File: config.mk
export PLATFORM = sky130hd
export DESIGN_NAME = read_data_bank
export DESIGN_NICKNAME = d
export VERILOG_FILES = /design/src/rtl/rdbank_pkg.sv /design/src/rtl/read_data_bank.sv /design/src/rtl/rdbank_release_arbiter.sv /design/src/rtl/rdbank_id_lists.sv /design/src/rtl/rdbank_slot_table.sv /design/src/rtl/rdbank_beat_store.sv
export SDC_FILE = /design/constraint.sdc
export NUM_CORES = 1
export LEC_CHECK = 0
export BUFFER_PORTS_ARGS = -buffer_cell sky130_fd_sc_hd__buf_2
export CAP_MARGIN = 20
export CORE_MARGIN = 4
export CORE_UTILIZATION = 55
export CTS_CLUSTER_SIZE = 40
export DETAILED_ROUTE_END_ITERATION = 12
export PLACE_DENSITY = 0.74
export SETUP_SLACK_MARGIN = 0.3
export SLEW_MARGIN = 10
export SYNTH_ARGS = -nofsm -noshare
export SYNTH_HDL_FRONTEND = slang
export SYNTH_SLANG_ARGS = --single-unit
export TNS_END_PERCENT = 10
File: constraint.sdc
create_clock -name clk_i -period 6.01 [get_ports clk_i]
set_input_delay 0.601 -clock clk_i [delete_from_list [all_inputs] [get_ports clk_i]]
set_output_delay 0.601 -clock clk_i [all_outputs]
set_load 0.1 [all_outputs]
File: src/rtl/rdbank_pkg.sv
// Read data bank package: default sizes, derived widths and slot state enum

package rdbank_pkg;

  ////////////////////////////////////////////////////////////////////////////
  // Default sizes
  ////////////////////////////////////////////////////////////////////////////

  // Number of AXI identifiers
  parameter int NumIds = 4;

  // Number of slots in the bank
  parameter int TotalCapacity = 8;

  // Most beats held by one slot
  parameter int MaxBurstLen = 4;

  // Beat content, identifier excluded
  parameter int DataWidth = 16;

  ////////////////////////////////////////////////////////////////////////////
  // Derived widths
  ////////////////////////////////////////////////////////////////////////////

  parameter int IdWidth = (NumIds > 1) ? $clog2(NumIds) : 1;
  parameter int BankAddrWidth = (TotalCapacity > 1) ? $clog2(TotalCapacity) : 1;
  // Counts 0 to MaxBurstLen inclusive
  parameter int BurstLenWidth = $clog2(MaxBurstLen + 1);

  // Life cycle of one slot
  typedef enum logic [1:0] {
    SLOT_FREE    = 2'd0,
    SLOT_FILLING = 2'd1,
    SLOT_FULL    = 2'd2
  } slot_state_e;

endpackage
File: src/rtl/read_data_bank.sv
// Read data bank top level: slot table, identifier lists, release arbiter and beat store

`timescale 1ns/1ps

module read_data_bank #(
  parameter int NumIds = rdbank_pkg::NumIds,
  parameter int TotalCapacity = rdbank_pkg::TotalCapacity,
  parameter int MaxBurstLen = rdbank_pkg::MaxBurstLen,
  parameter int DataWidth = rdbank_pkg::DataWidth,
  localparam int IdWidth = (NumIds > 1) ? $clog2(NumIds) : 1,
  localparam int BankAddrWidth = (TotalCapacity > 1) ? $clog2(TotalCapacity) : 1,
  localparam int BurstLenWidth = $clog2(MaxBurstLen + 1),
  localparam int BeatIdxWidth = (MaxBurstLen > 1) ? $clog2(MaxBurstLen) : 1
) (
  input  logic                     clk_i,
  input  logic                     rst_ni,

  // Reservation
  input  logic                     i_res_valid,
  input  logic [IdWidth-1:0]       i_res_id,
  input  logic [BurstLenWidth-1:0] i_res_burst_len,
  output logic                     o_res_ready,
  output logic [BankAddrWidth-1:0] o_res_addr,

  // Data input from the memory side
  input  logic                     i_in_valid,
  input  logic [IdWidth-1:0]       i_in_id,
  input  logic [DataWidth-1:0]     i_in_content,
  output logic                     o_in_ready,

  // Release enables, one level per slot
  input  logic [TotalCapacity-1:0] i_release_en,

  // Data output to the requester
  output logic                     o_out_valid,
  output logic [IdWidth-1:0]       o_out_id,
  output logic [DataWidth-1:0]     o_out_content,
  input  logic                     i_out_ready,
  output logic [TotalCapacity-1:0] o_released_onehot
);

  logic                              res_en;
  logic                              in_en;
  logic                              out_en;
  logic [BankAddrWidth-1:0]          fill_slot;
  logic [BankAddrWidth-1:0]          out_slot;
  logic [BeatIdxWidth-1:0]           wr_beat;
  logic [BeatIdxWidth-1:0]           rd_beat;
  logic                              fill_last;
  logic                              drain_last;
  logic [TotalCapacity-1:0]          beat_avail;
  logic [NumIds-1:0][BankAddrWidth-1:0] tail_slot;
  logic [NumIds-1:0]                 tail_avail;

  // Handshakes
  assign res_en = i_res_valid && o_res_ready;
  assign in_en  = i_in_valid && o_in_ready;
  assign out_en = o_out_valid && i_out_ready;

  ////////////////////////////////////////////////////////////////////////////
  // Slot bookkeeping
  ////////////////////////////////////////////////////////////////////////////

  rdbank_slot_table #(
    .TotalCapacity (TotalCapacity),
    .MaxBurstLen   (MaxBurstLen)
  ) slot_table_i (
    .clk_i           (clk_i),
    .rst_ni          (rst_ni),
    .i_res_en        (res_en),
    .i_res_burst_len (i_res_burst_len),
    .i_in_en         (in_en),
    .i_in_slot       (fill_slot),
    .i_out_en        (out_en),
    .i_out_slot      (out_slot),
    .o_free_slot     (o_res_addr),
    .o_any_free      (o_res_ready),
    .o_wr_beat       (wr_beat),
    .o_fill_last     (fill_last),
    .o_rd_beat       (rd_beat),
    .o_drain_last    (drain_last),
    .o_beat_avail    (beat_avail)
  );

  rdbank_id_lists #(
    .NumIds        (NumIds),
    .TotalCapacity (TotalCapacity)
  ) id_lists_i (
    .clk_i        (clk_i),
    .rst_ni       (rst_ni),
    .i_res_en     (res_en),
    .i_res_id     (i_res_id),
    .i_res_slot   (o_res_addr),
    .i_in_id      (i_in_id),
    .i_in_en      (in_en),
    .i_fill_last  (fill_last),
    .i_out_en     (out_en),
    .i_out_id     (o_out_id),
    .i_drain_last (drain_last),
    .o_fill_slot  (fill_slot),
    .o_fill_avail (o_in_ready),
    .o_tail_slot  (tail_slot),
    .o_tail_avail (tail_avail)
  );

  ////////////////////////////////////////////////////////////////////////////
  // Release and storage
  ////////////////////////////////////////////////////////////////////////////

  rdbank_release_arbiter #(
    .NumIds        (NumIds),
    .TotalCapacity (TotalCapacity)
  ) release_arbiter_i (
    .clk_i             (clk_i),
    .rst_ni            (rst_ni),
    .i_tail_slot       (tail_slot),
    .i_tail_avail      (tail_avail),
    .i_beat_avail      (beat_avail),
    .i_release_en      (i_release_en),
    .i_out_ready       (i_out_ready),
    .o_out_valid       (o_out_valid),
    .o_out_id          (o_out_id),
    .o_out_slot        (out_slot),
    .o_released_onehot (o_released_onehot)
  );

  rdbank_beat_store #(
    .TotalCapacity (TotalCapacity),
    .MaxBurstLen   (MaxBurstLen),
    .DataWidth     (DataWidth)
  ) beat_store_i (
    .clk_i        (clk_i),
    .rst_ni       (rst_ni),
    .i_wr_en      (in_en),
    .i_wr_slot    (fill_slot),
    .i_wr_beat    (wr_beat),
    .i_wr_content (i_in_content),
    .i_rd_slot    (out_slot),
    .i_rd_beat    (rd_beat),
    .o_rd_content (o_out_content)
  );

endmodule

File: src/rtl/rdbank_release_arbiter.sv
// Release arbiter: picks the next identifier and slot to release, holds it under back-pressure

`timescale 1ns/1ps

module rdbank_release_arbiter #(
  parameter int NumIds = rdbank_pkg::NumIds,
  parameter int TotalCapacity = rdbank_pkg::TotalCapacity,
  localparam int IdWidth = (NumIds > 1) ? $clog2(NumIds) : 1,
  localparam int BankAddrWidth = (TotalCapacity > 1) ? $clog2(TotalCapacity) : 1
) (
  input  logic                                  clk_i,
  input  logic                                  rst_ni,

  input  logic [NumIds-1:0][BankAddrWidth-1:0]  i_tail_slot,
  input  logic [NumIds-1:0]                     i_tail_avail,
  input  logic [TotalCapacity-1:0]              i_beat_avail,
  input  logic [TotalCapacity-1:0]              i_release_en,

  input  logic                                  i_out_ready,
  output logic                                  o_out_valid,
  output logic [IdWidth-1:0]                    o_out_id,
  output logic [BankAddrWidth-1:0]              o_out_slot,
  output logic [TotalCapacity-1:0]              o_released_onehot
);

  logic [NumIds-1:0]        eligible;
  logic                     sel_valid;
  logic [IdWidth-1:0]       sel_id;
  logic [BankAddrWidth-1:0] sel_slot;

  // Choice frozen while the requester stalls
  logic                     lock_q;
  logic [IdWidth-1:0]       lock_id_q;
  logic [BankAddrWidth-1:0] lock_slot_q;

  // Tail slot must hold an unsent beat and be enabled for release
  for (genvar i = 0; i < NumIds; i++) begin : g_elig
    assign eligible[i] = i_tail_avail[i] && i_beat_avail[i_tail_slot[i]] &&
                         i_release_en[i_tail_slot[i]];
  end

  // Lowest eligible identifier wins
  always_comb begin
    sel_valid = 1'b0;
    sel_id    = '0;
    sel_slot  = '0;
    for (int i = NumIds - 1; i >= 0; i--) begin
      if (eligible[i]) begin
        sel_valid = 1'b1;
        sel_id    = IdWidth'(i);
        sel_slot  = i_tail_slot[i];
      end
    end
  end

  assign o_out_valid = lock_q || sel_valid;
  assign o_out_id    = lock_q ? lock_id_q : sel_id;
  assign o_out_slot  = lock_q ? lock_slot_q : sel_slot;

  // One-hot pulse of the released slot on each handshake
  assign o_released_onehot = (o_out_valid && i_out_ready) ?
                             (TotalCapacity'(1) << o_out_slot) : '0;

  always_ff @(posedge clk_i or negedge rst_ni) begin
    if (!rst_ni) begin
      lock_q <= 1'b0;
    end else begin
      lock_q <= o_out_valid && !i_out_ready;
    end
  end

  // Track the presented choice until the lock takes over
  always_ff @(posedge clk_i) begin
    if (!lock_q) begin
      lock_id_q   <= sel_id;
      lock_slot_q <= sel_slot;
    end
  end

endmodule

File: src/rtl/rdbank_id_lists.sv
// Identifier lists: per-identifier head, fill and tail pointers, counts, next-pointer array

`timescale 1ns/1ps

module rdbank_id_lists #(
  parameter int NumIds = rdbank_pkg::NumIds,
  parameter int TotalCapacity = rdbank_pkg::TotalCapacity,
  localparam int IdWidth = (NumIds > 1) ? $clog2(NumIds) : 1,
  localparam int BankAddrWidth = (TotalCapacity > 1) ? $clog2(TotalCapacity) : 1,
  localparam int CntWidth = $clog2(TotalCapacity + 1)
) (
  input  logic                                  clk_i,
  input  logic                                  rst_ni,

  // New slot appended to a list
  input  logic                                  i_res_en,
  input  logic [IdWidth-1:0]                    i_res_id,
  input  logic [BankAddrWidth-1:0]              i_res_slot,

  // Input beat, fill pointer moves on the last one
  input  logic [IdWidth-1:0]                    i_in_id,
  input  logic                                  i_in_en,
  input  logic                                  i_fill_last,

  // Output beat, tail pointer moves on the last one
  input  logic                                  i_out_en,
  input  logic [IdWidth-1:0]                    i_out_id,
  input  logic                                  i_drain_last,

  output logic [BankAddrWidth-1:0]              o_fill_slot,
  output logic                                  o_fill_avail,
  output logic [NumIds-1:0][BankAddrWidth-1:0]  o_tail_slot,
  output logic [NumIds-1:0]                     o_tail_avail
);

  // Link from each slot to the one reserved after it, same identifier
  logic [BankAddrWidth-1:0] next_q [TotalCapacity];

  // Head is the last reserved slot, fill the oldest unfilled, tail the oldest
  logic [BankAddrWidth-1:0] head_q [NumIds];
  logic [BankAddrWidth-1:0] fill_q [NumIds];
  logic [BankAddrWidth-1:0] tail_q [NumIds];

  // Unfilled slots sit between fill and head, all slots between tail and head
  logic [CntWidth-1:0] unfilled_q [NumIds];
  logic [CntWidth-1:0] total_q    [NumIds];

  ////////////////////////////////////////////////////////////////////////////
  // Next-pointer array
  ////////////////////////////////////////////////////////////////////////////

  // Link the old head to the new slot, unless the list was empty
  always_ff @(posedge clk_i) begin
    if (i_res_en && (total_q[i_res_id] != '0)) begin
      next_q[head_q[i_res_id]] <= i_res_slot;
    end
  end

  ////////////////////////////////////////////////////////////////////////////
  // Per-identifier pointers
  ////////////////////////////////////////////////////////////////////////////

  for (genvar i = 0; i < NumIds; i++) begin : g_id
    logic                res_hit;
    logic                fill_adv;
    logic                drain_adv;
    logic [CntWidth-1:0] unfilled_left;
    logic [CntWidth-1:0] total_left;

    assign res_hit   = i_res_en && (i_res_id == IdWidth'(i));
    assign fill_adv  = i_in_en && i_fill_last && (i_in_id == IdWidth'(i));
    assign drain_adv = i_out_en && i_drain_last && (i_out_id == IdWidth'(i));

    // Counts after this cycle's fill and drain, before the reservation
    assign unfilled_left = unfilled_q[i] - CntWidth'(fill_adv);
    assign total_left    = total_q[i] - CntWidth'(drain_adv);

    always_ff @(posedge clk_i or negedge rst_ni) begin
      if (!rst_ni) begin
        head_q[i]     <= '0;
        fill_q[i]     <= '0;
        tail_q[i]     <= '0;
        unfilled_q[i] <= '0;
        total_q[i]    <= '0;
      end else begin
        unfilled_q[i] <= unfilled_left + CntWidth'(res_hit);
        total_q[i]    <= total_left + CntWidth'(res_hit);

        if (res_hit) begin
          head_q[i] <= i_res_slot;
        end

        // Fill piggybacks on the reservation when nothing unfilled is left
        if (res_hit && (unfilled_left == '0)) begin
          fill_q[i] <= i_res_slot;
        end else if (fill_adv) begin
          fill_q[i] <= next_q[fill_q[i]];
        end

        // Same for the tail once the list drains empty
        if (res_hit && (total_left == '0)) begin
          tail_q[i] <= i_res_slot;
        end else if (drain_adv) begin
          tail_q[i] <= next_q[tail_q[i]];
        end
      end
    end

    assign o_tail_slot[i]  = tail_q[i];
    assign o_tail_avail[i] = (total_q[i] != '0);
  end

  // Input side looks up the identifier of the incoming beat
  assign o_fill_slot  = fill_q[i_in_id];
  assign o_fill_avail = (unfilled_q[i_in_id] != '0);

endmodule

File: src/rtl/rdbank_slot_table.sv
// Slot table: per-slot state, burst length, received and sent counters, free-slot search

`timescale 1ns/1ps

module rdbank_slot_table #(
  parameter int TotalCapacity = rdbank_pkg::TotalCapacity,
  parameter int MaxBurstLen = rdbank_pkg::MaxBurstLen,
  localparam int BankAddrWidth = (TotalCapacity > 1) ? $clog2(TotalCapacity) : 1,
  localparam int BurstLenWidth = $clog2(MaxBurstLen + 1),
  localparam int BeatIdxWidth = (MaxBurstLen > 1) ? $clog2(MaxBurstLen) : 1
) (
  input  logic                     clk_i,
  input  logic                     rst_ni,

  // Reservation of the lowest free slot
  input  logic                     i_res_en,
  input  logic [BurstLenWidth-1:0] i_res_burst_len,

  // Input beat written into this slot
  input  logic                     i_in_en,
  input  logic [BankAddrWidth-1:0] i_in_slot,

  // Output beat released from this slot
  input  logic                     i_out_en,
  input  logic [BankAddrWidth-1:0] i_out_slot,

  output logic [BankAddrWidth-1:0] o_free_slot,
  output logic                     o_any_free,
  output logic [BeatIdxWidth-1:0]  o_wr_beat,
  output logic                     o_fill_last,
  output logic [BeatIdxWidth-1:0]  o_rd_beat,
  output logic                     o_drain_last,
  output logic [TotalCapacity-1:0] o_beat_avail
);

  rdbank_pkg::slot_state_e  state_q [TotalCapacity];
  logic [BurstLenWidth-1:0] len_q   [TotalCapacity];
  logic [BurstLenWidth-1:0] rcvd_q  [TotalCapacity];
  logic [BurstLenWidth-1:0] sent_q  [TotalCapacity];

  logic [BurstLenWidth-1:0] rcvd_next;
  logic [BurstLenWidth-1:0] sent_next;

  ////////////////////////////////////////////////////////////////////////////
  // Free-slot search
  ////////////////////////////////////////////////////////////////////////////

  // Walk downwards so the lowest free slot is the last one kept
  always_comb begin
    o_free_slot = '0;
    o_any_free  = 1'b0;
    for (int s = TotalCapacity - 1; s >= 0; s--) begin
      if (state_q[s] == rdbank_pkg::SLOT_FREE) begin
        o_free_slot = BankAddrWidth'(s);
        o_any_free  = 1'b1;
      end
    end
  end

  ////////////////////////////////////////////////////////////////////////////
  // Beat indices
  ////////////////////////////////////////////////////////////////////////////

  // Write index is the received count, last when it reaches the length
  assign rcvd_next   = rcvd_q[i_in_slot] + 1'b1;
  assign o_wr_beat   = rcvd_q[i_in_slot][BeatIdxWidth-1:0];
  assign o_fill_last = (rcvd_next == len_q[i_in_slot]);

  // Read index is the sent count
  assign sent_next    = sent_q[i_out_slot] + 1'b1;
  assign o_rd_beat    = sent_q[i_out_slot][BeatIdxWidth-1:0];
  assign o_drain_last = (sent_next == len_q[i_out_slot]);

  // A beat waits in the slot while received runs ahead of sent
  for (genvar s = 0; s < TotalCapacity; s++) begin : g_avail
    assign o_beat_avail[s] = (rcvd_q[s] > sent_q[s]);
  end

  ////////////////////////////////////////////////////////////////////////////
  // Slot registers
  ////////////////////////////////////////////////////////////////////////////

  // Reservation hits a free slot, input and output only occupied ones
  always_ff @(posedge clk_i or negedge rst_ni) begin
    if (!rst_ni) begin
      state_q <= '{default: rdbank_pkg::SLOT_FREE};
      len_q   <= '{default: '0};
      rcvd_q  <= '{default: '0};
      sent_q  <= '{default: '0};
    end else begin
      if (i_res_en) begin
        state_q[o_free_slot] <= rdbank_pkg::SLOT_FILLING;
        len_q[o_free_slot]   <= i_res_burst_len;
        rcvd_q[o_free_slot]  <= '0;
        sent_q[o_free_slot]  <= '0;
      end
      if (i_in_en) begin
        rcvd_q[i_in_slot] <= rcvd_next;
        if (o_fill_last) begin
          state_q[i_in_slot] <= rdbank_pkg::SLOT_FULL;
        end
      end
      // Last beat out hands the slot back to the free pool
      if (i_out_en) begin
        sent_q[i_out_slot] <= sent_next;
        if (o_drain_last) begin
          state_q[i_out_slot] <= rdbank_pkg::SLOT_FREE;
        end
      end
    end
  end

endmodule

File: src/rtl/rdbank_beat_store.sv
// Beat storage: register array of beat contents per slot, one write port, one read port

`timescale 1ns/1ps

module rdbank_beat_store #(
  parameter int TotalCapacity = rdbank_pkg::TotalCapacity,
  parameter int MaxBurstLen = rdbank_pkg::MaxBurstLen,
  parameter int DataWidth = rdbank_pkg::DataWidth,
  localparam int BankAddrWidth = (TotalCapacity > 1) ? $clog2(TotalCapacity) : 1,
  localparam int BeatIdxWidth = (MaxBurstLen > 1) ? $clog2(MaxBurstLen) : 1
) (
  input  logic                     clk_i,
  input  logic                     rst_ni,

  // Write side, driven by the input handshake
  input  logic                     i_wr_en,
  input  logic [BankAddrWidth-1:0] i_wr_slot,
  input  logic [BeatIdxWidth-1:0]  i_wr_beat,
  input  logic [DataWidth-1:0]     i_wr_content,

  // Read side, follows the release selection
  input  logic [BankAddrWidth-1:0] i_rd_slot,
  input  logic [BeatIdxWidth-1:0]  i_rd_beat,
  output logic [DataWidth-1:0]     o_rd_content
);

  // One row per slot, one column per beat of the burst
  logic [DataWidth-1:0] beats_q [TotalCapacity][MaxBurstLen];

  // No writes land while reset is held
  always_ff @(posedge clk_i) begin
    if (rst_ni && i_wr_en) begin
      beats_q[i_wr_slot][i_wr_beat] <= i_wr_content;
    end
  end

  // Asynchronous read for zero-latency output
  assign o_rd_content = beats_q[i_rd_slot][i_rd_beat];

endmodule

==> impl_metrics.env <==
export IMPL_period_minus_slack_ps=5938
export IMPL_vias=23730
export IMPL_synth_distinct_cells=80
export IMPL_clk_pin_slew_worst_paths_ps=60
export IMPL_synth_avg_cell_area_um2=11.98
export IMPL_numPortBuffers=67
export IMPL_outcome="finished, final reports clean"
export IMPL_nets=2955
export IMPL_crit_path_start_kind="register"
export IMPL_crit_required_ps=5410
export IMPL_cp_slowest_cell="dfrtp_1"
export IMPL_wl_per_cell_um=25.19
export IMPL_skew_ps=27.59
export IMPL_die_h_um=250.7
export IMPL_synth_seq_cells=698
export IMPL_cp_top_family="compound AO/OA/AOI/OAI gates"
export IMPL_grt_antenna_before_repair=1
export IMPL_dpl_instance_area_um2=34480
export IMPL_cp_end_kind="output pin"
export IMPL_syn_area_um2=32400
export IMPL_fmax_ghz=0.1684
export IMPL_area_delta_synth_final_pct=18.22
export IMPL_routabilityCongestion=0.9765
export IMPL_grt_max_degree=158
export IMPL_arrival_ps=5340
export IMPL_fill_cells=4020
export IMPL_slew_headroom=0.2596
export IMPL_die_area_um2=62860
export IMPL_cp_cell_sequence="ha_1 -> nor2b_4 -> o311ai_2 -> o22ai_1 -> a41o_1 -> a311o_4 -> a31o_1 -> a31oi_4 -> buf_12 -> inv_12 -> mux2i_1 -> mux2i_1 -> mux2i_4 -> buf_12 -> buf_4 -> buf_16 -> a311oi_2 -> a311oi_2 -> a21o_1 -> nor3_4 -> buf_12"
export IMPL_drtPass1Iterations=9
export IMPL_worstHoldPathType="input pin to async pin"
export IMPL_rows=88
export IMPL_path_common_cell="buf_12"
export IMPL_max_slew_worst_pin_slew_ps=1106
export IMPL_worstPathMaxFanout=11
export IMPL_slowest_delay_ps=450
export IMPL_antenna_left=0
export IMPL_cts_htree_levels=3
export IMPL_finalWirelength_um=92770
export IMPL_cts_buffer_depth=3
export IMPL_maxSlewViolCount=0
export IMPL_ys_seq_area_frac=0.6211
export IMPL_clock_sinks=698
export IMPL_gr_usage_all_layers=0.2852
export IMPL_final_hold_violation_count=0
export IMPL_hold_buffers=0
export IMPL_clk_latency_ps=630
export IMPL_finalSetupViolCount=0
export IMPL_overflow=0
export IMPL_ios=68
export IMPL_synth_edff_count=536
export IMPL_synth_top_flop_cell="edfxtp_1"
export IMPL_reg2reg_slack_ps=180
export IMPL_path_class="register to output pin"
export IMPL_die_w_um=250.7
export IMPL_vias_per_cell=6.442
export IMPL_drv_cap=0
export IMPL_stdcell_area_um2=38310
export IMPL_first_global_vias=23360
export IMPL_drive_above_1_share=0.1957
export IMPL_worst_path_buf_inv=6
export IMPL_rsz0062_at_grt="yes"
export IMPL_place_hpwl_um=54310
export IMPL_core_area_um2=58030
export IMPL_grt_pass1_wl_um=138700
export IMPL_synth_cells=2705
export IMPL_drt_initial_drc_count=2714
export IMPL_synth_fp_nets=2802
export IMPL_cts_root_buffer="clkbuf_16"
export IMPL_initial_utilization=0.5584
export IMPL_ys_warn_count=0
export IMPL_diodes=0
export IMPL_cts_tree="built"
export IMPL_async_reset_ff_frac=0.2249
export IMPL_numCtsBuffers=72
export IMPL_drc_errors=0
export IMPL_finalCritPeriodShare=0.9880
-- worst paths after layout --
path,start,endpoint,cells after the start
max,slot_table_i.rcvd_q[1],o_out_content[5],21
max in group asynchronous,rst_ni,slot_table_i.len_q[23],2
min reg2reg,id_lists_i.head_q[1],id_lists_i.head_q[1],2
max reg2reg,slot_table_i.rcvd_q[1],id_lists_i.o_tail_slot[9],30
min,rst_ni,id_lists_i.unfilled_q[9],1
min in group clk_i,i_res_burst_len[0],slot_table_i.len_q[0],3
-- placed cells by master, fill, tap and decap left out, drive strengths merged, types with 52 or more instances in the layout --
cell      n
nand2   628
edfxtp  536
buf     238
nand3   187
dfrtp   157
a311oi  113
clkbuf  101
nor2     98
inv      96
and3     87
o21ai    80
ha       61
mux4     59
mux2i    52
-- cell families after synthesis --
logic type | count (synthesis) | share of synthesized area
muxes | 145 | 0.06928
buffers and inverters | 259 | 0.03232
adders and majority gates | 61 | 0.02356
AOI/OAI and AO/OA | 376 | 0.08581
DFF | 698 | 0.6211
and+or+nand+nor | 1125 | 0.1557
xor gates and xnor gates | 41 | 0.01224
-- synthesized netlist by cell type, types with 24 or more instances --
library cell,count,area [µm²]
nand2_1,628,2357
edfxtp_1,536,16100
nand3_1,187,935.9
dfrtp_1,157,3929
a311oi_1,113,989.7
clkbuf_1,113,424.2
nor2_1,95,356.6
inv_1,89,334.1
and3_1,87,544.3
o21ai_0,77,385.4
ha_1,61,763.2
mux4_2,59,1329
mux2i_1,51,510.5
nor3_1,35,175.2
mux2_2,34,382.9
a31oi_1,31,193.9
a21oi_1,28,140.1
xnor2_1,28,245.2
buf_1,24,90.09
-- through the flow --
step / utilization / instances / hold slack, ps / setup TNS (ps) / worst slack (ps)
2_1_floorplan: - / 2705 / 305.4 / -8320 / -463.3
5_1_grt: 0.6601 / 3683 / 137.9 / -356.8 / -60.91
3_3_place_gp: 0.5940 / 3506 / 454.3 / 0 / 94.56
6_report: 0.6601 / 3683 / 77.91 / 0 / 72.04
3_5_place_dp: 0.5942 / 3507 / 476.5 / -237.2 / -117.2
4_1_cts: 0.6503 / 3663 / 90.51 / 0 / 149.6
-- sequential cells by signal, summed over array words and instances (netlist names) --
| register | count |
|---|---|
| slot_table_i.len_q | 24 |
| slot_table_i.sent_q | 24 |
| slot_table_i.rcvd_q | 24 |
| release_arbiter_i.lock_q | 1 |
| release_arbiter_i.lock_slot_q | 3 |
| slot_table_i.state_q | 16 |
| id_lists_i.unfilled_q | 16 |
| beat_store_i.beats_q | 512 |
| id_lists_i.next_q | 24 |
| id_lists_i.fill_q | 12 |
| id_lists_i.o_tail_slot | 12 |
| release_arbiter_i.lock_id_q | 2 |
| id_lists_i.total_q | 16 |
| id_lists_i.head_q | 12 |
-- worst reg2reg max path: cells and delay by family (launching register included) --
kind	cells	cell delay, ps
AO/OA/AOI/OAI	6	1250
XOR/XNOR	2	370
adder cells (fa/ha/maj)	3	720
buffers and inverters	10	1510
flip-flops	1	450
multiplexers	3	650
AND/OR/NAND/NOR	6	790
-- layout make-up --
| type | count | area, µm² | share of cell area |
|---|---|---|---|
| clock inverters | 35 | 366.6 | 0.009570 |
| well taps | 765 | 957.2 | 0.02499 |
| repair buffers | 244 | 2461 | 0.06425 |
| multi-input cells | 1748 | 11990 | 0.3130 |
| inverters | 94 | 367.9 | 0.009603 |
| flip-flops and latches | 698 | 20120 | 0.5254 |
| clock buffers | 99 | 2038 | 0.05321 |
-- metal layers --
layer	up-vias	GRT usage	wire length, µm
met4	0	0.1350	4705
met5	-	0	0
met3	240	0.04776	8846
met2	1371	0.4640	45170
met1	11770	0.3789	34050
li1	10340	-	-
-- repair_timing --
item	in CTS	in global routing
pin swaps	23	36
resized for setup	93	68
endpoints found under the setup margin	39	53
cloned	8	2
buffers inserted	14	18
Power is left out: the tool's default activity adds up to more than one toggle a clock period on the data nets, which glitch-free logic cannot reach.
